`src/source/vmem_pkg.sv`:
```
package vmem_pkg;

    localparam int num_lanes  = 4;
    localparam int ram_words  = 256;
    localparam int ram_addr_w = 8;
    localparam int vreg_bytes = 16;   // Four 32-bit banks

    typedef enum logic [1:0] {
        eew8  = 2'd0,
        eew16 = 2'd1,
        eew32 = 2'd2
    } eew_e;

    // One element word, read whole, as halves or as bytes
    typedef union packed {
        logic [31:0]      word;
        logic [1:0][15:0] half;
        logic [3:0][7:0]  bytes;
    } elem_word_u;

    typedef struct packed {
        logic                       is_vector;
        logic                       is_store;
        eew_e                       eew;
        logic [31:0]                base;
        logic [31:0]                stride;      // Byte stride
        logic [1:0]                 uop_num;
        logic [3:0]                 vstart;
        logic [num_lanes-1:0]       lane_mask;
        logic [num_lanes-1:0][31:0] store_data;  // Scalar uses word 0
        logic [4:0]                 vd;
        logic [4:0]                 rd;
    } vmem_req_t;

    typedef struct packed {
        vmem_req_t            req;
        logic [num_lanes-1:0] elem_mask;
    } vmem_uop_t;

    typedef struct packed {
        logic                         valid;
        logic                         wen;
        logic [ram_addr_w-1:0]        word_addr;
        logic [3:0]                   byte_en;
        logic [31:0]                  wdata;
        eew_e                         size;
        logic                         is_signed;
        logic [$clog2(num_lanes)-1:0] lane;
        logic                         last;
    } mem_access_t;

    typedef struct packed {
        logic                         valid;
        logic [31:0]                  rdata;   // Already extended
        logic [$clog2(num_lanes)-1:0] lane;
        logic                         last;
    } mem_reply_t;

    typedef struct packed {
        logic                       is_vector;
        logic [4:0]                 vd;
        logic [num_lanes-1:0][31:0] vwdata;
        logic [num_lanes-1:0][3:0]  vbyte_wen;
        logic                       reg_write;
        logic [4:0]                 rd;
        logic [31:0]                rdata;
        logic                       mal_addr;
    } vmem_resp_t;

endpackage

```
`src/source/vmem_serializer.sv`:
```
`timescale 1ns/1ps

module vmem_serializer (
    input  logic                  CLK,
    input  logic                  reset,
    input  logic                  start,
    input  vmem_pkg::vmem_uop_t   uop,
    output vmem_pkg::mem_access_t access,
    output logic                  mal_addr
);

    import vmem_pkg::*;

    logic                         running;
    logic [$clog2(num_lanes)-1:0] lane_q;
    logic [$clog2(num_lanes)-1:0] cur_lane;
    logic                         step;
    logic                         active;
    logic                         aligned;
    logic                         mal_now;
    logic [31:0]                  elem_addr;
    logic [31:0]                  lane_data;
    mem_access_t                  access_d;

    // Lane 0 goes out in the start cycle itself
    assign step     = start | running;
    assign cur_lane = start ? '0 : lane_q;
    assign active   = step & uop.elem_mask[cur_lane];
    assign mal_now  = active & ~aligned;

    always_comb begin
        if (uop.req.is_vector) begin
            elem_addr = uop.req.base + uop.req.stride * 32'(cur_lane);
        end else begin
            elem_addr = uop.req.base;
        end
    end

    always_comb begin
        case (uop.req.eew)
            eew8:    aligned = 1'b1;
            eew16:   aligned = ~elem_addr[0];
            default: aligned = (elem_addr[1:0] == 2'b00);
        endcase
    end

    always_comb begin
        access_d  = '0;
        lane_data = uop.req.store_data[cur_lane];
        if (step) begin
            access_d.valid     = active & aligned;   // Skipped lanes stay invalid
            access_d.wen       = uop.req.is_store;
            access_d.word_addr = elem_addr[ram_addr_w+1:2];
            case (uop.req.eew)
                eew8:    access_d.byte_en = 4'(4'b0001 << elem_addr[1:0]);
                eew16:   access_d.byte_en = 4'(4'b0011 << elem_addr[1:0]);
                default: access_d.byte_en = 4'b1111;
            endcase
            access_d.wdata     = lane_data << {elem_addr[1:0], 3'b000};
            access_d.size      = uop.req.eew;
            access_d.is_signed = ~uop.req.is_vector;  // Vector loads zero-extend
            access_d.lane      = cur_lane;
            access_d.last      = ~uop.req.is_vector | (&cur_lane);
        end
    end

    always_ff @(posedge CLK) begin
        if (reset) begin
            running  <= 1'b0;
            lane_q   <= '0;
            mal_addr <= 1'b0;
            access   <= '0;
        end else begin
            access <= access_d;
            if (start) begin
                running  <= uop.req.is_vector;
                lane_q   <= 1;
                mal_addr <= mal_now;   // Fresh flag per op
            end else if (running) begin
                lane_q   <= lane_q + 1'b1;
                running  <= ~(&lane_q);
                mal_addr <= mal_addr | mal_now;
            end
        end
    end

endmodule

```
`config.mk`:
```
export PLATFORM = sky130hd
export DESIGN_NAME = vmem_serializer
export DESIGN_NICKNAME = d
export VERILOG_FILES = /design/src/source/vmem_pkg.sv /design/src/source/vmem_serializer.sv
export SDC_FILE = /design/constraint.sdc
export NUM_CORES = 1
export LEC_CHECK = 0
export ABC_CLOCK_PERIOD_IN_PS = 6900
export BUFFER_PORTS_ARGS = -buffer_cell sky130_fd_sc_hd__clkbuf_2
export CELL_PAD_IN_SITES_DETAIL_PLACEMENT = 0
export CELL_PAD_IN_SITES_GLOBAL_PLACEMENT = 1
export CORE_MARGIN = 3
export CORE_UTILIZATION = 31
export DETAILED_ROUTE_END_ITERATION = 10
export GPL_ROUTABILITY_DRIVEN = 0
export PLACE_DENSITY = 0.91
export SLEW_MARGIN = 20
export SYNTH_ARGS = -nofsm -noshare
export SYNTH_HDL_FRONTEND = slang
export SYNTH_SLANG_ARGS = --single-unit
```
`constraint.sdc`:
```
create_clock -name CLK -period 6.9 [get_ports CLK]
set_input_delay 0 -clock CLK [delete_from_list [all_inputs] [get_ports CLK]]
set_output_delay 0 -clock CLK [all_outputs]
set_load 0.01 [all_outputs]
```
* Word-level counts from Yosys, hierarchy flattened
Cells that the tools add are included.
Word-level totals: bits in registers 56, output and inout bits 53, input bits 223, logic and storage cells 53
Operators by class: add/subtract/negate cells 2, bitwise operators 11, equality and inequality tests 1, reduce and logical (&&, ||, !) cells 7, shifts and indexed selects 3, multiplexer cells 14, order comparisons 1, multiply operators 1
Operators with widths (count):
- $bmux W32 S2 | 1
- $mul A32 B2 Y10 | 1
- $mux W32 | 1
- $shl A32 B5 Y32 | 1
- $add A10 B10 Y10 | 1
- $mux W10 | 1
- $pmux W4 S2 | 1
- $mux W1 | 7
- $not A1 Y1 | 5
- $logic_not A2 Y1 | 2
- $reduce_and A2 Y1 | 2
- $reduce_or A2 Y1 | 2
- $shl A1 B2 Y4 const A | 1
- $shl A2 B2 Y4 const A | 1
- $and A1 B1 Y1 | 3
- $lt A2 B3 Y1 const B | 1
- $or A1 B1 Y1 | 3
- $add A2 B1 Y2 const B | 1
- $bmux W1 S2 | 1
- $eq A2 B1 Y1 const B | 1
- $mux W2 | 1
- $pmux W1 S2 | 1
- $reduce_bool A2 Y1 | 1

* Logic depth before layout (Yosys ltp)
depth after elaboration 11, mapped depth 15, mapped depth without buffers 10

* Least setup slack after synthesis
No wires, ideal clock.
path type register to register, from register lane_q[1], to register access[47] in the netlist's numbering, library setup time 0.087 ns, stages on the path, launching flop included 14, path slack 3.482 ns, clock period less this slack 3.418 ns, buffers on the path 3, arrival 3.331 ns, required time 6.813 ns, cell sequence dfxtp_1 -> nor2b_1 -> buf_2 -> buf_2 -> clkbuf_1 -> and2_1 -> fa_1 -> ha_1 -> fa_1 -> a211oi_1 -> o21bai_1 -> a21oi_1 -> mux2_2 -> o31ai_1
Between the ends: cells in the longest elaborated chain, start to end 4
RTL lines:
- start: declaration | RTL line vmem_serializer.sv:15 | logic [$clog2(num_lanes)-1:0] lane_q;
- start signal: assignment | RTL line vmem_serializer.sv:80 | lane_q <= lane_q + 1'b1;
- $mux W2 | RTL line vmem_serializer.sv:27 | assign cur_lane = start ? '0 : lane_q;
- $mul A32 B2 Y10 | RTL line vmem_serializer.sv:33 | elem_addr = uop.req.base + uop.req.stride * 32'(cur_lane);
- $add A10 B10 Y10 | RTL line vmem_serializer.sv:33
- $mux W10 | RTL line vmem_serializer.sv:32 | if (uop.req.is_vector) begin
- end signal: assignment | RTL line vmem_serializer.sv:74 | access <= access_d;
- end: declaration | RTL line vmem_serializer.sv:8 | output vmem_pkg::mem_access_t access,
No other way between the ends. A chain may end at the register's enable or synchronous reset.

* Worst setup path after layout
from register lane_q[0], to register access[47] in the netlist's numbering
The elaborated chain is that of the path after synthesis.

==> metrics <==
status complete, no violations; total power 0.901 mW; initial drt markers 220; clock sink count 56; final std cells w/o fill 818; DR WL met2 7140 um; Crit path arrival time 4080 ps; number of synthesized register bits 56; Synth Cell Area 3920 um2; DR pass1 iterations 4; Post-Syn Nets 691; WL met3 933 um; Post-synth EDFFs 0; CTS tree built; Buffers on Ports 211; Leakage 2.57 nW; area delta synth->final 35.0%; Antenna Violating Nets Remaining 0; CTS Buf Count 5; endpoints failing hold 0; sequential area share after synthesis 28.6%; Peak VDD IR 90.4 uV; first-pass GRT wire length 21700 um; antenna diode count 0; Setup crit start lane_q[0]; global-route congestion overflow total 0; H-tree levels 2; # fillers 1263; Setup crit end kind flip-flop; Tcrit/Tclk final 56.2%; Total GRT Usage 19.1%; Fin Setup TNS 0 ps; Crit path required time 7100 ps; relative slew slack 47.6%; full die area 14000 um2; via/cell ratio 5.13; clk_lat worst skew 290 ps; Post-Route Utilization 43.4%; worst path bufs/invs 2; slew at the pin closest to its max-slew limit 786 ps; Setup CP Type flip-flop to flip-flop; pin count of the biggest net entering global routing 63; detailed-route via count 4196; NumNets Final 891; wl on met1 5560 um; Setup-failing EPs final 0; synthesized area per cell 8.74 um2; Post-CTS Setup Inserts 0; hold_sp uop[191]; Top Ports 276; Inst Count DP 802; Synth Flop Type dfxtp_1; max-slew violations 0; Chip Width 118 um; DP HPWL 10800 um; layout cells sized above 1 39.1%; Clock Pin Slew Worst Setup and Hold Paths 80 ps; Async SR Flop Fraction 0%; # rows 40; Crit path largest cell delay 580 ps; Cell Pwr Density 170 nW/um2; worst-path maximum fanout 62; Core Box Area 12200 um2; RSZ-0062 raised after global routing false; Max Cap Viol 0; root buffer cell clkbuf_16; Worst Skew 5.97 ps; Die H 118 um; fin crit period 3880 ps; Ys Warns 0; WL final 13800 um; Post-route DRC 0; cells along the critical path buf_4 -> nor2b_1 -> buf_4 -> and2_1 -> fa_1 -> ha_1 -> fa_1 -> a211oi_1 -> o21bai_1 -> a21oi_1 -> mux2_2 -> o31ai_1; Mapped Cells 449; Critical R2R Launch lane_q[0]; CP startpoint kind flip-flop; top sig layer met4; Max Clock Freq 0.258 GHz; initial antenna violation count 0; Tightest Hold Check Type primary input to flip-flop; vias in the first global route 4341; top cell family by delay on the critical path adder cells; starting density of the core 32.1%; Avg WL per Cell 16.9 um; post-synthesis cell type count 51; Clock Path Buffers 2; slowest CP cell buf_4
-- state kept, by name (all words and copies together), names as in the netlist --
register / cells
mal_addr: 1
running: 1
lane_q: 2
access: 52
-- cells in the final DEF (no fill, tap or decap), drive strengths merged, types with 9 or more instances in the layout --
cell    instances
clkbuf        217
nand2          56
dfxtp          56
mux2i          36
nor2           30
inv            24
o22ai          21
o221ai         19
and2           17
a21oi          15
mux2           15
o22a           15
o21ai          13
ha             10
fa              9
nand2b          9
-- per-stage QoR --
| step | hold WS (ps) | instance area [um2] | worst slack, ps |
|---|---|---|---|
| floorplan | 69.1 | 3920 | 3480 |
| global placement | 205 | 5060 | 2990 |
| detailed placement | 210 | 5060 | 2930 |
| CTS | 2.53 | 5300 | 2900 |
| global route | 50.5 | 5300 | 2710 |
| finish | 10.6 | 5300 | 3020 |
-- worst paths after layout --
kind | depth (start not counted) | slack (ps) | end
worst max-delay path | 12 | 3020 | access[47]
worst min-delay path | 3 | 10 | access[47]
worst max register to register | 12 | 3020 | access[47]
worst min register to register | 1 | 470 | mal_addr
-- power breakdown --
group / internal, mW / switching, mW / total (mW)
sequential: 0.344 / 0.00710 / 0.352
combinational: 0.131 / 0.150 / 0.281
clock: 0.146 / 0.124 / 0.269
-- kinds of logic after synthesis --
logic type | Yosys count | share of synthesized area [%]
AND/OR/NAND/NOR | 135 | 16.4
multiplexers | 55 | 15.8
buffers and inverters | 56 | 7.05
XOR/XNOR | 4 | 1.24
adder cells (fa/ha/maj) | 19 | 7.78
flip-flops | 56 | 28.6
AO/OA/AOI/OAI | 124 | 23.2
-- worst register-to-register path: cells and delay by family (launching register included) --
family / cells / cell delay (ps)
mux: 1 / 350
compound gates: 4 / 840
simple gates: 2 / 410
fa+ha+maj: 3 / 1090
flops: 1 / 310
buf+inv: 2 / 790
-- area by class of cell --
cell class                 count  area, um2  share of cell area, %
multi-input combinational    337       2540                   47.9
tap                          168        210                   3.97
sequential                    56       1120                   21.2
timing repair buffer         226       1190                   22.4
clock inverter                 2       13.8                  0.260
inverter                      23       86.3                   1.63
clock buffer                   6        139                   2.62
-- repair_timing --
action,4_1_cts,5_1_grt
resized for setup,0,0
hold endpoints to repair,11,0
hold buffers,8,0
-- cells in the mapped netlist (2+ instances only) --
library cell / number / area share, %
o221ai_2: 3 / 1.1
nand3_1: 4 / 0.51
and2_1: 17 / 2.7
o21a_1: 4 / 0.77
fa_1: 9 / 4.6
clkbuf_1: 13 / 1.2
o22ai_1: 21 / 3.3
nor2_1: 29 / 2.8
a21o_1: 3 / 0.57
buf_4: 2 / 0.38
ha_1: 10 / 3.2
a32oi_1: 4 / 0.89
nor3b_1: 2 / 0.38
o22a_1: 15 / 3.3
mux4_2: 4 / 2.3
buf_12: 2 / 1.0
a2bb2oi_1: 3 / 0.67
dfxtp_1: 56 / 29
a211o_1: 7 / 1.6
nand3b_1: 2 / 0.38
inv_1: 23 / 2.2
a31oi_1: 7 / 1.1
mux2_2: 15 / 4.3
nand2b_1: 8 / 1.3
mux2i_1: 36 / 9.2
buf_2: 15 / 1.9
nand2_1: 56 / 5.4
o221ai_1: 16 / 3.6
a211oi_1: 7 / 1.3
a21oi_1: 15 / 1.9
xnor2_1: 2 / 0.45
o21ai_0: 13 / 1.7
nor3_1: 3 / 0.38
nor2b_1: 6 / 0.96
-- routing by layer --
metal	GRT usage [%]	vias up
met3	4.45	17
met5	0	-
li1	-	2031
met1	22.5	1968
met2	35.0	180
met4	4.13	0
(Power assumes the default switching activity.)
