### src/source/vmem_pkg.sv
package vmem_pkg;

    localparam int num_lanes  = 4;
    localparam int ram_words  = 256;
    localparam int ram_addr_w = 8;
    localparam int vreg_bytes = 16;   // Four 32-bit banks

    typedef enum logic [1:0] {
        eew8  = 2'd0,
        eew16 = 2'd1,
        eew32 = 2'd2
    } eew_e;

    // One element word, read whole, as halves or as bytes
    typedef union packed {
        logic [31:0]      word;
        logic [1:0][15:0] half;
        logic [3:0][7:0]  bytes;
    } elem_word_u;

    typedef struct packed {
        logic                       is_vector;
        logic                       is_store;
        eew_e                       eew;
        logic [31:0]                base;
        logic [31:0]                stride;      // Byte stride
        logic [1:0]                 uop_num;
        logic [3:0]                 vstart;
        logic [num_lanes-1:0]       lane_mask;
        logic [num_lanes-1:0][31:0] store_data;  // Scalar uses word 0
        logic [4:0]                 vd;
        logic [4:0]                 rd;
    } vmem_req_t;

    typedef struct packed {
        vmem_req_t            req;
        logic [num_lanes-1:0] elem_mask;
    } vmem_uop_t;

    typedef struct packed {
        logic                         valid;
        logic                         wen;
        logic [ram_addr_w-1:0]        word_addr;
        logic [3:0]                   byte_en;
        logic [31:0]                  wdata;
        eew_e                         size;
        logic                         is_signed;
        logic [$clog2(num_lanes)-1:0] lane;
        logic                         last;
    } mem_access_t;

    typedef struct packed {
        logic                         valid;
        logic [31:0]                  rdata;   // Already extended
        logic [$clog2(num_lanes)-1:0] lane;
        logic                         last;
    } mem_reply_t;

    typedef struct packed {
        logic                       is_vector;
        logic [4:0]                 vd;
        logic [num_lanes-1:0][31:0] vwdata;
        logic [num_lanes-1:0][3:0]  vbyte_wen;
        logic                       reg_write;
        logic [4:0]                 rd;
        logic [31:0]                rdata;
        logic                       mal_addr;
    } vmem_resp_t;

endpackage

### src/source/vmem_uop_decode.sv
`timescale 1ns/1ps

module vmem_uop_decode (
    input  logic                CLK,
    input  logic                reset,
    input  logic                req_valid,
    input  vmem_pkg::vmem_req_t req,
    input  logic                done,
    output logic                start,
    output vmem_pkg::vmem_uop_t uop,
    output logic                busy
);

    import vmem_pkg::*;

    logic                 busy_q;
    logic                 accept;
    logic [num_lanes-1:0] elem_mask;

    // Busy already low in the response cycle
    assign busy   = busy_q & ~done;
    assign accept = req_valid & ~busy;

    // Element mask from lane mask and vstart
    always_comb begin
        elem_mask = '0;
        if (req.is_vector) begin
            for (int l = 0; l < num_lanes; l++) begin
                // Element index is uop_num * 4 + lane
                elem_mask[l] = req.lane_mask[l] & ({req.uop_num, 2'(l)} >= req.vstart);
            end
        end else begin
            elem_mask[0] = 1'b1;  // Scalar access on lane 0
        end
    end

    always_ff @(posedge CLK) begin
        if (reset) begin
            busy_q <= 1'b0;
            start  <= 1'b0;
        end else begin
            start <= accept;
            if (accept) begin
                busy_q <= 1'b1;
            end else if (done) begin
                busy_q <= 1'b0;
            end
        end
    end

    // Op held until the response has gone out
    always_ff @(posedge CLK) begin
        if (accept) begin
            uop.req       <= req;
            uop.elem_mask <= elem_mask;
        end
    end

endmodule

### config.mk
export PLATFORM = sky130hd
export DESIGN_NAME = vmem_uop_decode
export DESIGN_NICKNAME = d
export VERILOG_FILES = /design/src/source/vmem_pkg.sv /design/src/source/vmem_uop_decode.sv
export SDC_FILE = /design/constraint.sdc
export NUM_CORES = 1
export LEC_CHECK = 0
export ABC_CLOCK_PERIOD_IN_PS = 12400
export BUFFER_PORTS_ARGS = -buffer_cell sky130_fd_sc_hd__buf_2
export CORE_AREA = 2 2 173 175
export CTS_CLUSTER_DIAMETER = 40
export DETAILED_ROUTE_END_ITERATION = 7
export DIE_AREA = 0 0 175 177
export GPL_ROUTABILITY_DRIVEN = 1
export GPL_TIMING_DRIVEN = 0
export PLACE_DENSITY_LB_ADDON = 0.2
export REMOVE_ABC_BUFFERS = 1
export SLEW_MARGIN = 20
export SYNTH_ARGS = -nofsm -noshare
export SYNTH_HDL_FRONTEND = slang
export SYNTH_SLANG_ARGS = --single-unit
### constraint.sdc
create_clock -name CLK -period 12.4 [get_ports CLK]
set_clock_uncertainty 0.2 [all_clocks]
set_input_delay 2.48 -clock CLK [delete_from_list [all_inputs] [get_ports CLK]]
set_output_delay 2.48 -clock CLK [all_outputs]
set_load 0.01 [all_outputs]
After elaboration in Yosys (flattened, before gate mapping)
Cells that the tools add are included.
- bits in registers: 222
- input port bits: 220
- output and inout bits: 222
- magnitude comparators: 4
- muxes and demuxes: 2
- bitwise operators: 8
- reductions and logical operators: 1
- operator list (kind ; number):
    greater-or-equal comparator 4 bit ; 4
    bitwise AND 1 bit ; 6
    2-to-1 mux 1 bit ; 2
    NOT 1 bit ; 2
    nonzero test 2 bit ; 1

Logic depth before layout (Yosys ltp)
Gate-level depths: netlist of the first run.
- word-level depth: 5
- depth in mapped cells: 5
- depth with buffers taken out: 5

Worst setup path after synthesis of the first run
No wires, ideal clock.
- path kind: input to register
- start point: input port done
- end point: register uop[0] (netlist bit), enable pin
- data arrival time: 12.281 ns
- path slack: -0.913 ns
- stages on the path: 2
- path buffers: 0
- path through: nor2b_2 nor2b_1
- word-level cells in the longest chain between the ends: 4
- RTL lines (element ; line ; text):
    start, declared ; vmem_uop_decode.sv:8 ; input logic done,
    NOT 1 bit ; vmem_uop_decode.sv:21 ; assign busy = busy_q & ~done;
    bitwise AND 1 bit ; vmem_uop_decode.sv:21 ;
    NOT 1 bit ; vmem_uop_decode.sv:22 ; assign accept = req_valid & ~busy;
    bitwise AND 1 bit ; vmem_uop_decode.sv:22 ;
    named net accept ; vmem_uop_decode.sv:17 ; logic accept;
    end, declared ; vmem_uop_decode.sv:10 ; output vmem_pkg::vmem_uop_t uop,
The timed path passes the listed nets, and every way through them passes these cells.
A chain may end at the register's enable or synchronous reset.

Worst setup path in the final report of the first run
- start point: input port done
- end point: output port busy
- word-level cells in the longest chain between the ends: 2
- RTL lines (element ; line ; text):
    NOT 1 bit ; vmem_uop_decode.sv:21 ;
    bitwise AND 1 bit ; vmem_uop_decode.sv:21 ;
    end, declared ; vmem_uop_decode.sv:11 ; output logic busy
No other way between the ends.

==> results of run 1 <==
-- final timing paths --
check | cells past startpoint | slack (ns) | endpoint | from
hold / removal | 3 | 0.42 | busy_q$_SDFFE_PP0P_ | busy_q$_SDFFE_PP0P_
hold reg to reg | 3 | 0.42 | busy_q$_SDFFE_PP0P_ | busy_q$_SDFFE_PP0P_
setup / recovery | 3 | 6.78 | busy | done
setup reg to reg | 7 | 9.89 | uop[180]$_DFFE_PP_ | busy_q$_SDFFE_PP0P_
-- cell type report --
| class | instances | area (sq um) | share of cell area (%) |
|---|---|---|---|
| clock buffers | 41 | 941 | 8.64 |
| clock inverters | 21 | 214 | 1.96 |
| inverters | 4 | 15.0 | 0.138 |
| multi-input cells | 20 | 156 | 1.44 |
| flip-flops and latches | 222 | 6650 | 61.0 |
| well taps | 390 | 488 | 4.48 |
| repair buffers | 450 | 2430 | 22.3 |
-- cell families after synthesis --
logic type | share of synthesized area [%]
fa+ha+maj | 0.551
compound gates | 0.900
simple gates | 0.735
buf+inv | 0.220
flops | 97.6
-- metal layers --
layer	wire length (um)	part of all wire, %	GRT usage (%)	vias to the layer above
met1	6480	34	12.0	1988
met5	50	0.27	0	-
li1	-	-	-	1988
met4	590	3.1	4.90	8
met2	9330	50	19.3	278
met3	2340	12	6.04	54
-- per-stage QoR --
| stage | power, mW | TNS, ns | std cells | instance area (sq um) | setup WS, ns |
|---|---|---|---|---|---|
| final | 1.98 | 0 | 1148 | 10900 | 6.78 |
| after global routing | 2.06 | 0 | 1148 | 10900 | 6.75 |
| after CTS | 2.01 | 0 | 1148 | 10900 | 6.79 |
| after detailed placement | 1.04 | 0 | 1086 | 9740 | 6.79 |
| after global placement | 1.05 | -1186.16 | 1077 | 9510 | -5.39 |
| after floorplan | 0.961 | -201.61 | 246 | 6810 | -0.913 |
-- placed cells by master, fill, tap and decap left out --
cell	synthesis	final
a21boi_0	1	1
a21o_1	1	1
a21oi_1	1	1
a21oi_2	1	1
and3_1	1	1
buf_12	0	3
buf_16	0	6
buf_2	0	441
bufinv_16	0	3
clkbuf_1	0	4
clkbuf_16	0	37
clkinv_1	0	3
clkinv_2	0	5
clkinv_4	0	2
clkinvlp_4	0	4
dfxtp_1	2	2
edfxtp_1	220	220
ha_1	3	3
inv_1	4	4
inv_6	0	2
inv_8	0	2
nand2_1	1	1
nand2_2	1	1
nand3_1	1	1
nor2_1	2	2
nor2b_1	2	1
nor2b_2	1	1
nor2b_4	0	1
o211a_1	1	1
o21ai_0	1	1
o21ai_2	1	1
o31a_1	1	1
-- state kept, by name, indices dropped and copies added, names as in the netlist --
| signal | cells |
|---|---|
| busy_q | 1 |
| start | 1 |
| uop | 220 |
-- where the power goes --
part	internal, mW	total (mW)	leakage [nW]	switching [mW]
combinational	0.0625	0.136	1.94	0.0738
sequential	0.879	0.888	2.15	0.00954
clock	0.610	0.953	0.557	0.342
-- worst reg2reg max path, cell delays in order, from the launching register on --
cell and delay, ns:
dfxtp_1 0.29, nor2b_2 0.17, nor2b_4 0.49, buf_16 0.25, buf_16 0.19, buf_16 0.19, buf_16 0.20, buf_12 0.22
==> results.cfg, run 1 <==
[outcome]
status = finished clean

[grt]
grt-ovfl-total = 0
antenna_found_initial = 4
grt_max_degree = 29
grt_usage_pct = 11.5
grt_pass1_vias = 4541
grt_pass1_wl_um = 26600

[clocking]
cts_tree = yes
clkLatencyLatePin_ns = 0.49
htreeDepth = 2
clk_pin_slew_ns = 0.05
cts_made_buffers = 36
ctsLongestPathBuffers = 3
hold_buffers = 0
ctsResizeCount = 0
postCtsSetupBuffers = 0
cts_sinks = 222
cts-root-buf = clkbuf_16

[pwr]
power_density_nw_per_um2 = 182
vdd_drop_max_v = 0.000113
p_leak_nw = 4.64

[yosys]
syn_area_per_cell_sq_um = 27.7
ys.flop_type = edfxtp_1
netlist_top_cells_area = edfxtp_1, dfxtp_1, ha_1, inv_1, nor2b_1
ys_ff_latch = 222
yosysWarningCount = 0
seq_area_frac_synth_pct = 97.6
synth_area_leader_cell = edfxtp_1
yosysMostFrequentCell = edfxtp_1
syn_area_sq_um = 6810
synth_cells = 246
synth_top_area_share_pct = 97.0
synth-async-reset-ratio_pct = 0
synth_cell_types = 19
synth_edf_count = 220
synthTopCellsByCount = edfxtp_1, inv_1, ha_1

[cells_and_area]
nets = 957
layout-drive-gt1-share_pct = 67.3
area_growth_syn_to_layout_pct = 59.9
nFillCells = 2871
fin_util_pct = 37.2
antenna_cells = 0

[floorplanning]
core.rowCount = 63
io_pins = 442
dieWidth_um = 175
die_area_sq_um = 31000
start_util_pct = 23.3
core_sq_um = 29200
die_y_um = 177

[timing]
setup_viol = 0
rsz0062_at_grt = false
worstMarginPinSlew_ns = 0.588
period_share_pct = 45.3
maxSlewHeadroom_pct = 60.7
hold_viol = 0
whs_ns = 0.421
fmax_mhz = 178
slew_violations = 0
fin_crit_ns = 5.62

[setup_path]
worst-path-buf-inv = 2
critPathTopFamily = buffers and inverters
critPathSlowestCell = nor2b_2
crit_path_end_kind = output pin
slowest_delay_ns = 0.19
worstSetupPathType = in2out
cpMostUsedCell = buf_2
critPathRequiredTime_ns = 9.72
critPathLaunchType = primary input
crit_path_max_fanout = 3
cp.arrival_ns = 2.94
crit_chain = buf_2, nor2b_2, buf_2

[run]
cap_violations = 0

[placed_design]
gp_congestion = 0.706
port_buffers = 441
dpl.hpwl_um = 14500

[min_path]
holdCritPathClass = reg2reg

[drt]
final_antenna_net_count = 0
vias = 4316
vias_per_cell = 3.76
first_iter_violations = 141
drt-wirelength-per-cell_um = 16.4
wl_um = 18800
drc_errors = 0
firstDrtPassIters = 4
Power figures use the tool's default switching activity.
==> run 2: changes to the inputs <==
ABC_CLOCK_PERIOD_IN_PS = 5900   (was 12400)
CORE_AREA = 2 2 170 172   (was 2 2 173 175)
DIE_AREA = 0 0 172 174   (was 0 0 175 177)
clock period = 5.9 ns   (was 12.4 ns; I/O delays follow)
==> run 2 against run 1 <==
  * Non-clock buffer count did not move
  * Final area rose by 2.7%
  * Worst setup slack got worse by 3.9 ns
  * First-iteration DRC count fell by 0.71%
  * Sequential cell count did not move
  * Core utilization rose by 2.4 points
  * Critical endpoint unchanged
==> results.cfg, run 2 (synthesized netlist as in run 1, its figures left out) <==
[outcome]
status = finished clean

[drt]
vias_per_cell = 3.76
first_iter_violations = 140
final_antenna_net_count = 0
wl_um = 18600
drc_errors = 0
drt-wirelength-per-cell_um = 16.1
vias = 4350
firstDrtPassIters = 4

[grt]
met2_usage_pct = 20.0
grt-ovfl-total = 0
grt_pass1_wl_um = 26300
use_met3_pct = 6.40
antenna_found_initial = 10
grt_most_used_layer = met2
grt_usage_pct = 11.8
grt_max_degree = 30
grt_pass1_vias = 4578
use_met1_pct = 11.9

[timing]
period_share_pct = 51.2
finalWorstSetupSlack_ns = 2.88
setup_tns_ns = 0
fmax_mhz = 331
slew_violations = 0
hold_viol = 0
whs_ns = 0.429
setup_viol = 0
rsz0062_at_grt = false
maxSlewHeadroom_pct = 82.0
worstMarginPinSlew_ns = 0.269
fin_crit_ns = 3.02

[clocking]
cts_tree = yes
hold_buffers = 0
postCtsSetupBuffers = 0
cts_sinks = 222
cts_made_buffers = 40
ctsLongestPathBuffers = 3
htreeDepth = 2
cts-root-buf = clkbuf_16
ctsResizeCount = 0
clkLatencyLatePin_ns = 0.50
clk_pin_slew_ns = 0.05

[setup_path]
crit_chain = buf_2, nor2b_2, buf_2
cpMostUsedCell = buf_2
crit_path_max_fanout = 3
reg2reg_slack_ns = 3.99
worstSetupPathType = in2out
critPathSlowestCell = nor2b_2
cp.arrival_ns = 1.64
critPathRequiredTime_ns = 4.52
crit_end = busy
critical_path.startpoint = done
cp_num_cells = 3
critPathLaunchType = primary input
slowest_delay_ns = 0.19
r2r-start = busy_q$_SDFFE_PP0P_
reg2reg_to = uop[122]$_DFFE_PP_
crit_path_end_kind = output pin
r2r_cells = 5
worst-path-buf-inv = 2
critPathTopFamily = buffers and inverters

[cells_and_area]
nets = 961
final_cell_mix = buf_2, edfxtp_1, clkbuf_16, bufinv_16, buf_12
layout-drive-gt1-share_pct = 68.1
largest_reg_flops = 220
regMostFlops = uop
final_area_sq_um = 11200
area_growth_syn_to_layout_pct = 64.2
mostFrequentLayoutCell = buf_2
reg_top3 = uop (220), busy_q (1), start (1)
instances_no_fill = 1157

[placed_design]
dpl.hpwl_um = 14100
port_buffers = 441
place_ws_ns = 2.88
place_area_sq_um = 9700
gp_congestion = 0.730
dp_cells = 1080

[floorplanning]
core.rowCount = 62
core_sq_um = 28200
start_util_pct = 24.1
dieWidth_um = 172
die_area_sq_um = 29900
io_pins = 442
die_y_um = 174

[run]
cap_violations = 0

[pwr]
p_leak_nw = 4.79
power_density_nw_per_um2 = 415
vdd_drop_max_v = 0.000211

[min_path]
holdCritPathClass = reg2reg
==> run 2: cell types whose count changed in the layout (fill, tap and decap cells not counted), sizes merged <==
cell	delta
clkbuf	+3
clkinvlp	-2
inv	+6
bufinv	+5
diode	+3
==> run 2: area by class of cell <==
type,instances,area [sq um]
fillers,2709,17100
flip-flops and latches,222,6650
repair buffers,450,2400
clock buffers,44,1060
well taps,384,480
clock inverters,30,418
multi-input cells,20,156
inverters,4,15.0
diodes,3,7.51
==> run 2: stage by stage <==
| stage | utilization (%) | power [mW] |
|---|---|---|
| 6_report | 39.6 | 4.64 |
| 5_1_grt | 39.6 | 4.80 |
| 4_1_cts | 39.6 | 4.72 |
| 3_5_place_dp | 34.4 | 2.19 |
| 3_3_place_gp | 33.6 | 2.21 |
| 2_1_floorplan | - | 2.02 |
==> run 2: tightest hold or removal path, stage by stage, from the launching register on <==
cell and delay (ns):
dfxtp_1 0.29, nor2b_2 0.17, nor2_1 0.09, nor2_1 0.04
==> run 2: worst min-delay path by stage <==
| stage | startpoint | end | cells past startpoint |
|---|---|---|---|
| after global placement | busy_q$_SDFFE_PP0P_ | busy_q$_SDFFE_PP0P_ | 3 |
| after CTS | busy_q$_SDFFE_PP0P_ | busy_q$_SDFFE_PP0P_ | 3 |
| after global routing | busy_q$_SDFFE_PP0P_ | busy_q$_SDFFE_PP0P_ | 3 |
| final | busy_q$_SDFFE_PP0P_ | busy_q$_SDFFE_PP0P_ | 3 |
| after floorplan | busy_q$_SDFFE_PP0P_ | busy_q$_SDFFE_PP0P_ | 3 |
| after detailed placement | busy_q$_SDFFE_PP0P_ | busy_q$_SDFFE_PP0P_ | 3 |
==> run 2: metal layers <==
layer  up-vias  share of wire (%)  routed length, um
li1       2007                  -                  -
met1      1993                 34               6290
met2       275                 49               9040
met3        61                 14               2550
met4        14                3.5                651
met5         -               0.49                 91
==> run 2: power by group <==
part / internal (mW) / switching [mW]
Clock: 1.67 / 0.817
Combinational: 0.128 / 0.154
Sequential: 1.85 / 0.0202
