## src/source/vmem_pkg.sv

```systemverilog
package vmem_pkg;

    localparam int num_lanes  = 4;
    localparam int ram_words  = 256;
    localparam int ram_addr_w = 8;
    localparam int vreg_bytes = 16;   // Four 32-bit banks

    typedef enum logic [1:0] {
        eew8  = 2'd0,
        eew16 = 2'd1,
        eew32 = 2'd2
    } eew_e;

    // One element word, read whole, as halves or as bytes
    typedef union packed {
        logic [31:0]      word;
        logic [1:0][15:0] half;
        logic [3:0][7:0]  bytes;
    } elem_word_u;

    typedef struct packed {
        logic                       is_vector;
        logic                       is_store;
        eew_e                       eew;
        logic [31:0]                base;
        logic [31:0]                stride;      // Byte stride
        logic [1:0]                 uop_num;
        logic [3:0]                 vstart;
        logic [num_lanes-1:0]       lane_mask;
        logic [num_lanes-1:0][31:0] store_data;  // Scalar uses word 0
        logic [4:0]                 vd;
        logic [4:0]                 rd;
    } vmem_req_t;

    typedef struct packed {
        vmem_req_t            req;
        logic [num_lanes-1:0] elem_mask;
    } vmem_uop_t;

    typedef struct packed {
        logic                         valid;
        logic                         wen;
        logic [ram_addr_w-1:0]        word_addr;
        logic [3:0]                   byte_en;
        logic [31:0]                  wdata;
        eew_e                         size;
        logic                         is_signed;
        logic [$clog2(num_lanes)-1:0] lane;
        logic                         last;
    } mem_access_t;

    typedef struct packed {
        logic                         valid;
        logic [31:0]                  rdata;   // Already extended
        logic [$clog2(num_lanes)-1:0] lane;
        logic                         last;
    } mem_reply_t;

    typedef struct packed {
        logic                       is_vector;
        logic [4:0]                 vd;
        logic [num_lanes-1:0][31:0] vwdata;
        logic [num_lanes-1:0][3:0]  vbyte_wen;
        logic                       reg_write;
        logic [4:0]                 rd;
        logic [31:0]                rdata;
        logic                       mal_addr;
    } vmem_resp_t;

endpackage

```

## src/source/vmem_writeback.sv

```systemverilog
`timescale 1ns/1ps

module vmem_writeback (
    input  logic                 CLK,
    input  logic                 reset,
    input  vmem_pkg::vmem_uop_t  uop,
    input  vmem_pkg::mem_reply_t reply,
    input  logic                 mal_addr,
    output logic                 resp_valid,
    output vmem_pkg::vmem_resp_t resp,
    output logic                 done
);

    import vmem_pkg::*;

    logic [num_lanes-1:0][31:0]    acc_data;
    logic [num_lanes-1:0][31:0]    acc_data_d;
    logic [num_lanes-1:0][3:0]     acc_ben;
    logic [num_lanes-1:0][3:0]     acc_ben_d;
    logic [31:0]                   sc_data;
    logic [31:0]                   sc_data_d;
    logic                          sc_wr;
    logic                          sc_wr_d;
    logic [$clog2(vreg_bytes)-1:0] elem_idx;
    logic [$clog2(vreg_bytes)-1:0] byte_off;
    elem_word_u                    lane_word;
    elem_word_u                    placed;
    logic [3:0]                    ben;

    assign done = resp_valid;

    always_comb begin
        elem_idx       = {uop.req.uop_num, reply.lane};
        lane_word.word = reply.rdata;
        placed.word    = '0;
        // Register byte offset, wraps at 16
        case (uop.req.eew)
            eew8: begin
                byte_off                     = elem_idx;
                placed.bytes[byte_off[1:0]] = lane_word.bytes[0];
                ben                          = 4'(4'b0001 << byte_off[1:0]);
            end
            eew16: begin
                byte_off                = elem_idx << 1;
                placed.half[byte_off[1]] = lane_word.half[0];
                ben                     = 4'(4'b0011 << byte_off[1:0]);
            end
            default: begin
                byte_off    = elem_idx << 2;
                placed.word = lane_word.word;
                ben         = 4'b1111;
            end
        endcase

        acc_data_d = acc_data;
        acc_ben_d  = acc_ben;
        sc_data_d  = sc_data;
        sc_wr_d    = sc_wr;
        if (reply.valid) begin
            if (uop.req.is_vector) begin
                acc_data_d[byte_off[$clog2(vreg_bytes)-1:2]] |= placed.word;
                acc_ben_d[byte_off[$clog2(vreg_bytes)-1:2]]  |= ben;
            end else begin
                sc_data_d = reply.rdata;  // Sign-extended by the RAM
                sc_wr_d   = 1'b1;
            end
        end
    end

    always_ff @(posedge CLK) begin
        if (reset) begin
            resp_valid <= 1'b0;
            acc_data   <= '0;
            acc_ben    <= '0;
            sc_data    <= '0;
            sc_wr      <= 1'b0;
        end else begin
            resp_valid <= reply.last;
            if (reply.last) begin
                acc_data <= '0;
                acc_ben  <= '0;
                sc_data  <= '0;
                sc_wr    <= 1'b0;
            end else begin
                acc_data <= acc_data_d;
                acc_ben  <= acc_ben_d;
                sc_data  <= sc_data_d;
                sc_wr    <= sc_wr_d;
            end
        end
    end

    always_ff @(posedge CLK) begin
        if (reply.last) begin
            resp.is_vector <= uop.req.is_vector;
            resp.vd        <= uop.req.vd;
            resp.vwdata    <= acc_data_d;
            resp.vbyte_wen <= acc_ben_d;
            resp.reg_write <= sc_wr_d;
            resp.rd        <= uop.req.rd;
            resp.rdata     <= sc_data_d;
            resp.mal_addr  <= mal_addr;
        end
    end

endmodule

```

## config.mk

```make
export PLATFORM = sky130hd
export DESIGN_NAME = vmem_writeback
export DESIGN_NICKNAME = d
export VERILOG_FILES = /design/src/source/vmem_pkg.sv /design/src/source/vmem_writeback.sv
export SDC_FILE = /design/constraint.sdc
export NUM_CORES = 1
export LEC_CHECK = 0
export BUFFER_PORTS_ARGS = -buffer_cell sky130_fd_sc_hd__buf_2
export CAP_MARGIN = 10
export CORE_AREA = 2 2 175 177
export CTS_CLUSTER_SIZE = 25
export DETAILED_ROUTE_END_ITERATION = 10
export DIE_AREA = 0 0 177 179
export PLACE_DENSITY_LB_ADDON = 0.3
export SLEW_MARGIN = 20
export SYNTH_ARGS = -nofsm -noshare
export SYNTH_HDL_FRONTEND = slang
export SYNTH_SLANG_ARGS = --single-unit
```

## constraint.sdc

```tcl
create_clock -name CLK -period 2.6 [get_ports CLK]
set_clock_uncertainty 0.1 [all_clocks]
set_input_delay 0.52 -clock CLK [delete_from_list [all_inputs] [get_ports CLK]]
set_output_delay 0.52 -clock CLK [all_outputs]
set_load 0.01 [all_outputs]
```

* Word level (Yosys, flattened, before mapping)
Index checks and enable logic that the tools add are counted.
Word-level totals: input port bits 259, register bits 367, word-level logic and storage cells 68
Cells by class: bitwise operators 4, eq/ne operators 1, muxes and demuxes 25, magnitude comparators 6, reduce and logical (&&, ||, !) cells 5, shift-type cells 2
Operators by type and width (count):
- 2-to-1 mux 128 bit | 2
- bitwise mux 128 bit | 1
- 2-to-1 mux 32 bit | 4
- bitwise AND 32 bit | 2
- binary-select mux 32 bit (select 2 bit) | 1
- demux 32 bit (select 2 bit) | 1
- one-hot mux 32 bit (2 select lines) | 1
- 2-to-1 mux 16 bit | 3
- bitwise OR 32 bit | 1
- bitwise mux 16 bit | 1
- demux 16 bit (select 1 bit) | 1
- demux 8 bit (select 2 bit) | 1
- one-hot mux 4 bit (2 select lines) | 2
- binary-select mux 4 bit (select 2 bit) | 1
- demux 4 bit (select 2 bit) | 1
- 2-to-1 mux 4 bit | 2
- 2-to-1 mux 8 bit | 1
- < comparator 2 x 3 -> 1 bit (second input constant) | 2
- greater-or-equal comparator 2 x 1 -> 1 bit (second input constant) | 2
- bitwise OR 4 bit | 1
- left shift 1 x 2 -> 4 bit (first input constant) | 1
- left shift 2 x 2 -> 4 bit (first input constant) | 1
- logical AND 1 bit | 3
- == test 2 x 1 -> 1 bit (second input constant) | 1
- other kinds (5) | 6

* Longest topological paths before layout
Gate-level depths: netlist (run 1).
depth in word-level cells 10, gate-level depth with buffers 7, gate-level depth less buffers 5

* Worst setup path after synthesis (run 1)
Ideal clock, no wire load.
path kind input to register, start input port uop[150] (netlist bit), end register resp[149] (netlist bit) (data pin), library setup time 265 ps, arrival time 1855 ps, required time 2235 ps, path buffers 2, path slack 379 ps, stages 7, cell sequence buf_2 -> mux2_2 -> mux2i_4 -> buf_4 -> nand3_1 -> a2111oi_2 -> nor2_1
RTL lines:
- from (decl) | RTL line vmem_writeback.sv:6 | input vmem_pkg::vmem_uop_t uop,
- to (decl) | RTL line vmem_writeback.sv:10 | output vmem_pkg::vmem_resp_t resp,

==> flow_summary.ini, run 1 <==
[grt]
grt_overflow = 0
grt_pass1_vias = 7736
grt_first_pass_wirelength_microns = 46000
grt_start_max_net_pins = 95
grtUsageTotal_pct = 19.4
antenna_found_initial = 3

[place]
dpl.hpwl_microns = 21000
placedCellCount = 1547
dpl_worst_slack_ns = -0.0278
portBuffers = 244
gp_congestion = 0.832

[job]
maxCapViolations = 0

[worst_hold_path]
hp-class = input port to register

[logic_synthesis]
synth.avg_cell_area_sq_um = 14.0
netlist_area_sq_mm = 0.0131
ys_async_sr_fraction_pct = 0
synth_top_area_cell = edfxtp_1
synth_ff_type = edfxtp_1
ys_seq_elements = 367
yosysWarnings = 0
synth_area_leaders = edfxtp_1 43%, dfxtp_1 27%, and2_1 8.4%
syn-num-nets = 1190
synth-edff-count = 189
yosysSeqAreaShare_pct = 70.7
syn-instance-count = 931
synthDistinctLibCells = 52
synth.top_cell.area_share_pct = 43.4

[setup_path]
critPathArrivalTime_ns = 2.34
worstSetupPathType = input port to register
cp-end-kind = register
critPathMaxFanout = 12
required_ns = 2.76
start_kind = input port

[timing]
grt_setup_unrepaired = false
worst_slew_pin_slew_ns = 0.707
finalCriticalPeriod_ns = 2.18
timing.slew.headroom_pct = 52.9
setup_viol = 0
min_period_over_period_pct = 83.8
setup_ws_ns = 0.421
hold_slack_ns = 0.0765
slew_viol_final = 0
hold_viol = 0
fmax_ghz = 0.459

[layout]
drive_gt1_share_pct = 34.3
final-instance-count-excl-fill = 1616
nFillCells = 2602
area_delta_synth_final_pct = 23.2
num-nets-final = 1449

[run_status]
status = completed

[detailed_routing]
ant_nets = 0
wirelength_microns = 31700
via_per_inst = 4.99
drt_iter0_drc = 492
drc_errors = 0
firstDrtPassIters = 7
wire_per_inst_microns = 19.6
vias = 8057

[floorplan]
die_w_microns = 177
core_area_sq_mm = 0.0300
die_h_microns = 179
die-area_sq_mm = 0.0317
core.rowCount = 64
ios = 450
floorplan.initialDensity_pct = 43.5

[clock_tree]
clk_pin_slew_ns = 0.06
cts_tree = done
cts_max_path_buffers = 3
cts_hold_buf = 0
cts_made_buffers = 37
cts_sinks = 367
h-tree-depth = 2
clk_latency_ns = 0.52
post-cts-setup-buffers = 0
ctsResizeCount = 0
cts_root_buffer = clkbuf_16

[power]
ir_worst_vdd_v = 0.000487
p_leak_nw = 7.54
power_density_mw_per_mm2 = 774
## state kept, by name, summed over array words and instances, names as in the netlist
register  cells
done          1
acc_data    128
sc_data      32
resp        189
sc_wr         1
acc_ben      16
## critical path, stage by stage
cell	delay [ns]
buf_2	0.24
buf_4	0.20
and4bb_2	0.30
a222oi_1	0.57
nor2_1	0.24
a21o_1	0.25
## per-stage QoR
stage / util, % / setup TNS, ns / power, W / instance area (sq um)
floorplan: - / 0 / 0.00689 / 13100
global placement: 49.6 / -0.169 / 0.00735 / 14900
detailed placement: 49.6 / -0.0653 / 0.00736 / 14900
CTS: 53.6 / 0 / 0.0126 / 16100
global route: 53.6 / 0 / 0.0129 / 16100
finish: 53.7 / 0 / 0.0125 / 16100
## cell usage after synthesis (2+ instances only)
library cell  count
a2111oi_2         2
a21o_1          106
a21oi_1          11
a222oi_1          6
a22o_1            8
a22oi_1           2
a31o_2           24
a31oi_1           2
and2_1          175
buf_2            20
buf_4             5
clkbuf_1         36
dfxtp_1         178
edfxtp_1        189
inv_1            11
mux2_2           35
mux2i_1           5
nand2_1          13
nand2b_1          6
nand3_1          10
nor2_1           21
nor2_2            3
nor2b_1           9
nor3_1            6
o21a_1            2
o21ai_0           9
o21bai_1          2
o22ai_1           2
o31ai_1           6
or2_2             3
or3_1             3
## kinds of logic (layout without fill, tap and decap cells)
| logic type | count (synthesis) | in the layout | synth area share [%] |
|---|---|---|---|
| DFF | 367 | 367 | 70.7 |
| buffers and inverters | 72 | 359 | 2.40 |
| AOI/OAI and AO/OA | 190 | 190 | 11.2 |
| muxes | 43 | 43 | 3.79 |
| and+or+nand+nor | 259 | 259 | 12.0 |
| other | 0 | 2 | 0 |
## power by group
| group | switching, W | internal, W | total, W |
|---|---|---|---|
| combinational | 0.000580 | 0.000324 | 0.000903 |
| sequential | 0.0000478 | 0.00628 | 0.00633 |
| clock | 0.00217 | 0.00307 | 0.00524 |
| total | 0.00280 | 0.00967 | 0.0125 |
## cell usage in the layout, fill, tap and decap left out, drive strengths merged, types with 3 or more instances in the layout
master | Yosys | routed
or3 | 3 | 3
a222oi | 6 | 6
nor3 | 8 | 8
nand3 | 10 | 10
clkbuf | 36 | 50
nand2 | 13 | 13
buf | 25 | 280
or2 | 3 | 3
a31o | 24 | 24
a21o | 106 | 106
mux2 | 36 | 36
o21ai | 10 | 10
edfxtp | 189 | 189
nor2 | 24 | 24
nand2b | 6 | 6
o31ai | 6 | 6
mux2i | 7 | 7
and2 | 175 | 175
clkinv | 0 | 10
a21oi | 12 | 12
nor2b | 9 | 9
inv | 11 | 15
a22o | 8 | 8
dfxtp | 178 | 178
## cell type report
type / count / area, sq um / share of cell area [%]
well taps: 396 / 495 / 3.08
flip-flops and latches: 367 / 9240 / 57.3
clock inverters: 18 / 160 / 0.994
inverters: 11 / 41.3 / 0.256
multi-input cells: 492 / 3550 / 22.0
diodes: 2 / 5.00 / 0.0311
repair buffers: 281 / 1570 / 9.75
clock buffers: 49 / 1050 / 6.53
## metal layers
layer  global-route usage, %  share of wire (%)  vias to the layer above  routed length (microns)
li1                        -                  -                     3847                        -
met2                    31.6                 46                      249                    14700
met4                    5.85                2.4                        2                      760
met5                       0              0.028                        -                        9
met1                    25.4                 44                     3914                    14000
met3                    5.30                7.0                       45                     2230
## path summary, 6_finish.rpt
check	cells after the start	endpoint	slack [ns]	from
setup / recovery	6	resp[175]	0.42	uop[216]
hold / removal	1	resp[37]	0.08	uop[8]
setup reg to reg	3	resp[181]	1.03	acc_data[94]
hold reg to reg	1	acc_ben[1]	0.36	acc_ben[1]
Note: power is estimated with default switching activity, not from simulation.
==> inputs of run 2 (changes only) <==
--- a/config.mk
+++ b/config.mk
@@ -7,10 +7,10 @@
 export LEC_CHECK = 0
 export BUFFER_PORTS_ARGS = -buffer_cell sky130_fd_sc_hd__buf_2
 export CAP_MARGIN = 10
-export CORE_AREA = 2 2 175 177
+export CORE_AREA = 2 2 174 176
 export CTS_CLUSTER_SIZE = 25
 export DETAILED_ROUTE_END_ITERATION = 10
-export DIE_AREA = 0 0 177 179
+export DIE_AREA = 0 0 176 178
 export PLACE_DENSITY_LB_ADDON = 0.3
 export SLEW_MARGIN = 20
 export SYNTH_ARGS = -nofsm -noshare
==> constraint.sdc (replaced) <==
create_clock -name CLK -period 1.9 [get_ports CLK]
set_clock_uncertainty 0.1 [all_clocks]
set_input_delay 0.38 -clock CLK [delete_from_list [all_inputs] [get_ports CLK]]
set_output_delay 0.38 -clock CLK [all_outputs]
set_load 0.01 [all_outputs]
==> run 2 against run 1 <==
Net effect: largest power group unchanged; sequential share of layout area is 2.5 points lower; combinational power is 55% higher; critical path type unchanged; routed wire length is 4.5% higher; clock power is 39% higher; cell count is 4.3% higher.
==> flow_summary.ini, run 2 (synthesis results as in run 1) <==
[grt]
grt_overflow = 0
antenna_found_initial = 4
grtUsageTotal_pct = 20.9
grt_start_max_net_pins = 100
grt_first_pass_wirelength_microns = 49000
grt_pass1_vias = 8336

[power]
p_comb_share_pct = 8.1
clkPwrFrac_pct = 42.0
p_leak_nw = 7.96
p_seq_share_pct = 50.0
intPower_w = 0.0135
power_density_mw_per_mm2 = 1030
switching_share_pct = 22.1
p_sw_w = 0.00384
ir_worst_vdd_v = 0.000664

[place]
placedCellCount = 1603
gp_congestion = 0.859
portBuffers = 244
dpl.hpwl_microns = 22600

[timing]
timing.slew.headroom_pct = 37.7
min_period_over_period_pct = 90.6
hold_viol = 0
setup_viol = 0
finalCriticalPeriod_ns = 1.72
setup_tns_ns = 0
worst_slew_pin_slew_ns = 0.930
slew_viol_final = 0
fmax_ghz = 0.581
grt_setup_unrepaired = false
hold_slack_ns = 0.110

[job]
maxCapViolations = 0

[layout]
final_common_cell = buf_2
final_cell_mix = 243 x buf_2, 189 x edfxtp_1, 178 x dfxtp_1, 175 x and2_1, 106 x a21o_1
top_regs = resp x189, acc_data x128, sc_data x32
nFillCells = 2450
seqCellArea_sq_mm = 0.00924
multi_input_area_sq_mm = 0.00360
drive_gt1_share_pct = 37.6
final-instance-count-excl-fill = 1685
largest_reg_flops = 189
largest-register = resp
area_delta_synth_final_pct = 28.8
num-nets-final = 1523

[floorplan]
die_w_microns = 176
die_h_microns = 178
die-area_sq_mm = 0.0313
floorplan.initialDensity_pct = 44.5
core_area_sq_mm = 0.0294
ios = 450
core.rowCount = 63

[clock_tree]
cts_made_buffers = 37
clk_latency_ns = 0.52
cts_root_buffer = clkbuf_16
h-tree-depth = 2
clk_pin_slew_ns = 0.07
cts_tree = done
ctsResizeCount = 0
cts_sinks = 367
cts_max_path_buffers = 3

[worst_hold_path]
hp-class = input port to register
min-delay-start = uop[219]
min_path_cells = 2
whs_endpoint = resp[188]

[detailed_routing]
wire_per_inst_microns = 19.7
drt_iter0_drc = 569
vias = 8475
wirelength_microns = 33100
ant_nets = 0
firstDrtPassIters = 6
drc_errors = 0
via_per_inst = 5.03

[setup_path]
worstSetupPathType = input port to register
required_ns = 2.08
rrSetupSlack_ns = 0.34
critPathArrivalTime_ns = 1.90
reg2regPathDepth = 3
worstReg2RegEnd = resp[85]
start_kind = input port
critPathMaxFanout = 9
cp-end-kind = register
r2r-start = acc_data[30]

[run_status]
status = completed
-- run 2: cell count changes in the layout (fill, tap and decap cells not counted), moves of 4 or more --
cell,change
buf_4,+55
dlygate4sd3_1,+12
clkinv_2,+7
buf_12,+6
clkinv_1,-4
-- run 2: repair_timing --
item                                   in CTS  in global routing
buffers inserted                            0                  0
endpoints found under the hold margin      12                  0
hold buffers                               12                  0
-- run 2: worst max-delay path, stage by stage --
cell	delay, ns
buf_2	0.14
buf_4	0.15
buf_4	0.15
and2b_1	0.24
o21ai_0	0.34
a21oi_1	0.14
buf_4	0.16
a21o_1	0.18
-- run 2: area by class of cell --
| class | count | area share [%] |
|---|---|---|
| flip-flops and latches | 367 | 54.9 |
| multi-input cells | 492 | 21.4 |
| repair buffers | 355 | 13.3 |
| clock buffers | 47 | 6.02 |
| well taps | 390 | 2.90 |
| clock inverters | 20 | 1.29 |
| inverters | 11 | 0.245 |
| diodes | 3 | 0.0446 |
-- run 2: per-stage QoR --
step                area, sq um  util [%]  power (W)  setup WS (ns)
floorplan                 13200         -    0.00946        -0.0249
global placement          15500      52.6     0.0102         -0.458
detailed placement        15500      52.6     0.0102         -0.352
CTS                       16800      57.2     0.0175          0.169
global route              16800      57.3     0.0179         0.0543
finish                    16800      57.3     0.0173          0.179
-- run 2: how the worst max path moves through the flow --
stage / startpoint / endpoint / slack [ns] / depth (start not counted)
3_3_place_gp: uop[216] / acc_data[32] / -0.46 / 7
3_5_place_dp: uop[216] / acc_data[117] / -0.35 / 8
2_1_floorplan: uop[216] / resp[121] / -0.02 / 6
4_1_cts: uop[216] / acc_data[95] / 0.17 / 6
5_1_grt: uop[216] / acc_data[94] / 0.05 / 6
6_report: uop[216] / resp[159] / 0.18 / 8
-- run 2: power by group through the flow --
stage | combinational [W] | clock, W | sequential, W
floorplan | 0.000509 | 0 | 0.00895
global placement | 0.00137 | 0 | 0.00884
detailed placement | 0.00139 | 0 | 0.00884
CTS | 0.00141 | 0.00745 | 0.00867
global route | 0.00151 | 0.00772 | 0.00869
finish | 0.00140 | 0.00728 | 0.00867
-- run 2: per-layer routing --
metal | global-route usage [%] | part of all wire [%] | vias to the layer above
met1 | 27.8 | 44 | 4168
met5 | 0 | 0.039 | -
li1 | - | - | 3998
met3 | 4.99 | 6.3 | 66
met2 | 33.4 | 46 | 241
met4 | 7.64 | 3.3 | 2
==> inputs of run 3 (changes only) <==
--- a/config.mk
+++ b/config.mk
@@ -5,12 +5,12 @@
 export SDC_FILE = /design/constraint.sdc
 export NUM_CORES = 1
 export LEC_CHECK = 0
+export ABC_AREA = 1
 export BUFFER_PORTS_ARGS = -buffer_cell sky130_fd_sc_hd__buf_2
 export CAP_MARGIN = 10
-export CORE_AREA = 2 2 174 176
+export CORE_UTILIZATION = 47
 export CTS_CLUSTER_SIZE = 25
 export DETAILED_ROUTE_END_ITERATION = 10
-export DIE_AREA = 0 0 176 178
 export PLACE_DENSITY_LB_ADDON = 0.3
 export SLEW_MARGIN = 20
 export SYNTH_ARGS = -nofsm -noshare
==> run 3 against run 2 <==
Net effect: worst hold slack lost 0.050 ns; critical path depth grew 2; clock power grew 8.0%; fmax shrank 3.8%; synthesized area grew 19%; critical endpoint is now resp[104]; cell area grew 17%; via count grew 55%; highest routed layer is now met4.
==> flow_summary.ini, run 3 <==
[run_status]
status = completed

[timing]
worst_slew_pin_slew_ns = 0.601
fmax_ghz = 0.559
hold_slack_ns = 0.0599
finalCriticalPeriod_ns = 1.79
setup_viol = 0
hold_viol = 0
timing.slew.headroom_pct = 59.7
setup_tns_ns = 0
min_period_over_period_pct = 94.1
grt_setup_unrepaired = false
slew_viol_final = 0

[floorplan]
die_w_microns = 184
core.rowCount = 66
core_area_sq_mm = 0.0325
die-area_sq_mm = 0.0339
ios = 450
die_h_microns = 184
floorplan.initialDensity_pct = 47.9

[logic_synthesis]
synth_ff_type = edfxtp_1
syn-num-nets = 2038
synth.avg_cell_area_sq_um = 8.76
synth_top_area_cell = edfxtp_1
synthTopCellsByCount = 548 x nand2_1, 271 x inv_1, 189 x edfxtp_1
yosysSeqAreaShare_pct = 59.3
synthDistinctLibCells = 29
syn-instance-count = 1779
netlist_area_sq_mm = 0.0156
synth_area_leaders = edfxtp_1 36%, dfxtp_1 23%, nand2_1 13%
ys_async_sr_fraction_pct = 0
ys_seq_elements = 367
yosysWarnings = 0
synth-edff-count = 189
synth.top_cell.area_share_pct = 36.4
synth_most_common_cell = nand2_1

[power]
ir_worst_vdd_v = 0.000632
power_density_mw_per_mm2 = 946
power_w = 0.0187
p_leak_nw = 9.30

[clock_tree]
clk_latency_ns = 0.53
h-tree-depth = 2
cts_root_buffer = clkbuf_16
post-cts-setup-buffers = 0
cts_tree = done
cts_max_path_buffers = 3
cts_sinks = 367
cts_made_buffers = 38
clk_pin_slew_ns = 0.06

[layout]
largest-register = resp
largest_reg_flops = 189
nFillCells = 2825
top_regs = resp x189, acc_data x128, sc_data x32
num-nets-final = 2363
final_cell_mix = 547 x nand2_1, 271 x inv_1, 243 x buf_2, 189 x edfxtp_1, 178 x dfxtp_1
final_common_cell = nand2_1
drive_gt1_share_pct = 22.1
area_delta_synth_final_pct = 26.9

[grt]
antenna_found_initial = 4
grt_start_max_net_pins = 82
grt_first_pass_wirelength_microns = 66700
grtUsageTotal_pct = 25.5
grt_pass1_vias = 12379
grt_overflow = 0

[detailed_routing]
firstDrtPassIters = 6
drt_iter0_drc = 1419
wire_per_inst_microns = 16.8
ant_nets = 0
via_per_inst = 5.11
wirelength_microns = 43400
drc_errors = 0
vias = 13177

[place]
portBuffers = 244
dpl.hpwl_microns = 29300
gp_congestion = 0.883

[setup_path]
r2r-start = acc_ben[0]
critPathMaxFanout = 9
start_kind = input port
worstSetupPathType = input port to register
crit_start = uop[217]
required_ns = 2.07
critPathArrivalTime_ns = 1.96
cp-end-kind = register

[job]
maxCapViolations = 0

[worst_hold_path]
min-delay-start = uop[219]
hp-class = input port to register
[run 3: cell count changes in the layout (fill, tap and decap cells not counted), moves of 71 or more]
| cell | delta |
|---|---|
| inv_1 | +260 |
| a21o_1 | -106 |
| and2_1 | -174 |
| nand4_1 | +72 |
| nand3_1 | +71 |
| nand2_1 | +534 |
| a21oi_1 | +132 |
[run 3: per-layer routing]
layer	vias to the layer above	routed length, microns	global-route usage [%]
met4	0	891	7.47
met1	6192	18400	34.5
met2	519	20700	42.2
met5	-	0	0
met3	63	3400	4.00
li1	6403	-	-
[run 3: area by class of cell]
class                      count  area (sq um)  area share (%)
antenna                        3          7.51          0.0380
clock buffer                  53          1080            5.47
clock inverter                16           229            1.16
inverter                     277          1040            5.27
multi-input combinational   1037          4850            24.5
sequential                   367          9240            46.7
tap                          442           553            2.80
timing repair buffer         383          2770            14.0
[run 3: cells by family (layout without fill, tap and decap cells)]
family	after synthesis	count (layout)	synth area share, %
and+or+nand+nor	801	801	22.6
buffers and inverters	375	729	9.71
DFF	367	367	59.3
AOI/OAI and AO/OA	236	236	8.35
other	0	3	0
[run 3: path summary, 6_finish.rpt]
kind                            cells after the start         to  slack, ns
worst min register to register                      2      sc_wr       0.36
worst min-delay path                                2  resp[188]       0.06
worst max-delay path                               10  resp[104]       0.11
worst max register to register                      6   resp[43]       0.47
[run 3: report_power, final]
group	switching (W)	internal [W]
registers	0.0000897	0.00865
logic	0.00134	0.000774
clock network	0.00306	0.00479
total	0.00449	0.0142
[run 3: through the flow]
step | utilization [%] | cell area [sq um] | worst slack [ns] | instances
final | 60.8 | 19800 | 0.111 | 2578
after global routing | 60.8 | 19800 | 0.00234 | 2577
after CTS | 60.7 | 19800 | 0.0841 | 2575
after detailed placement | 56.3 | 18300 | -0.547 | 2494
after global placement | 56.3 | 18300 | -0.500 | 2494
after floorplan | - | 15600 | 0.0000572 | 1779
[run 3: worst max-delay path, stage by stage]
cell	delay, ns
buf_2	0.18
nor2_2	0.08
buf_4	0.15
nand3b_1	0.07
nand2_1	0.19
a21boi_0	0.33
buf_4	0.20
nand3_2	0.12
a21boi_1	0.19
inv_1	0.06
[run 3: repair_timing]
item,CTS,global route
resized for setup,1,1
endpoints found under the setup margin,5,1
gates cloned,0,0
hold buffers,12,0
pin swaps,0,0
hold endpoints to repair,12,0
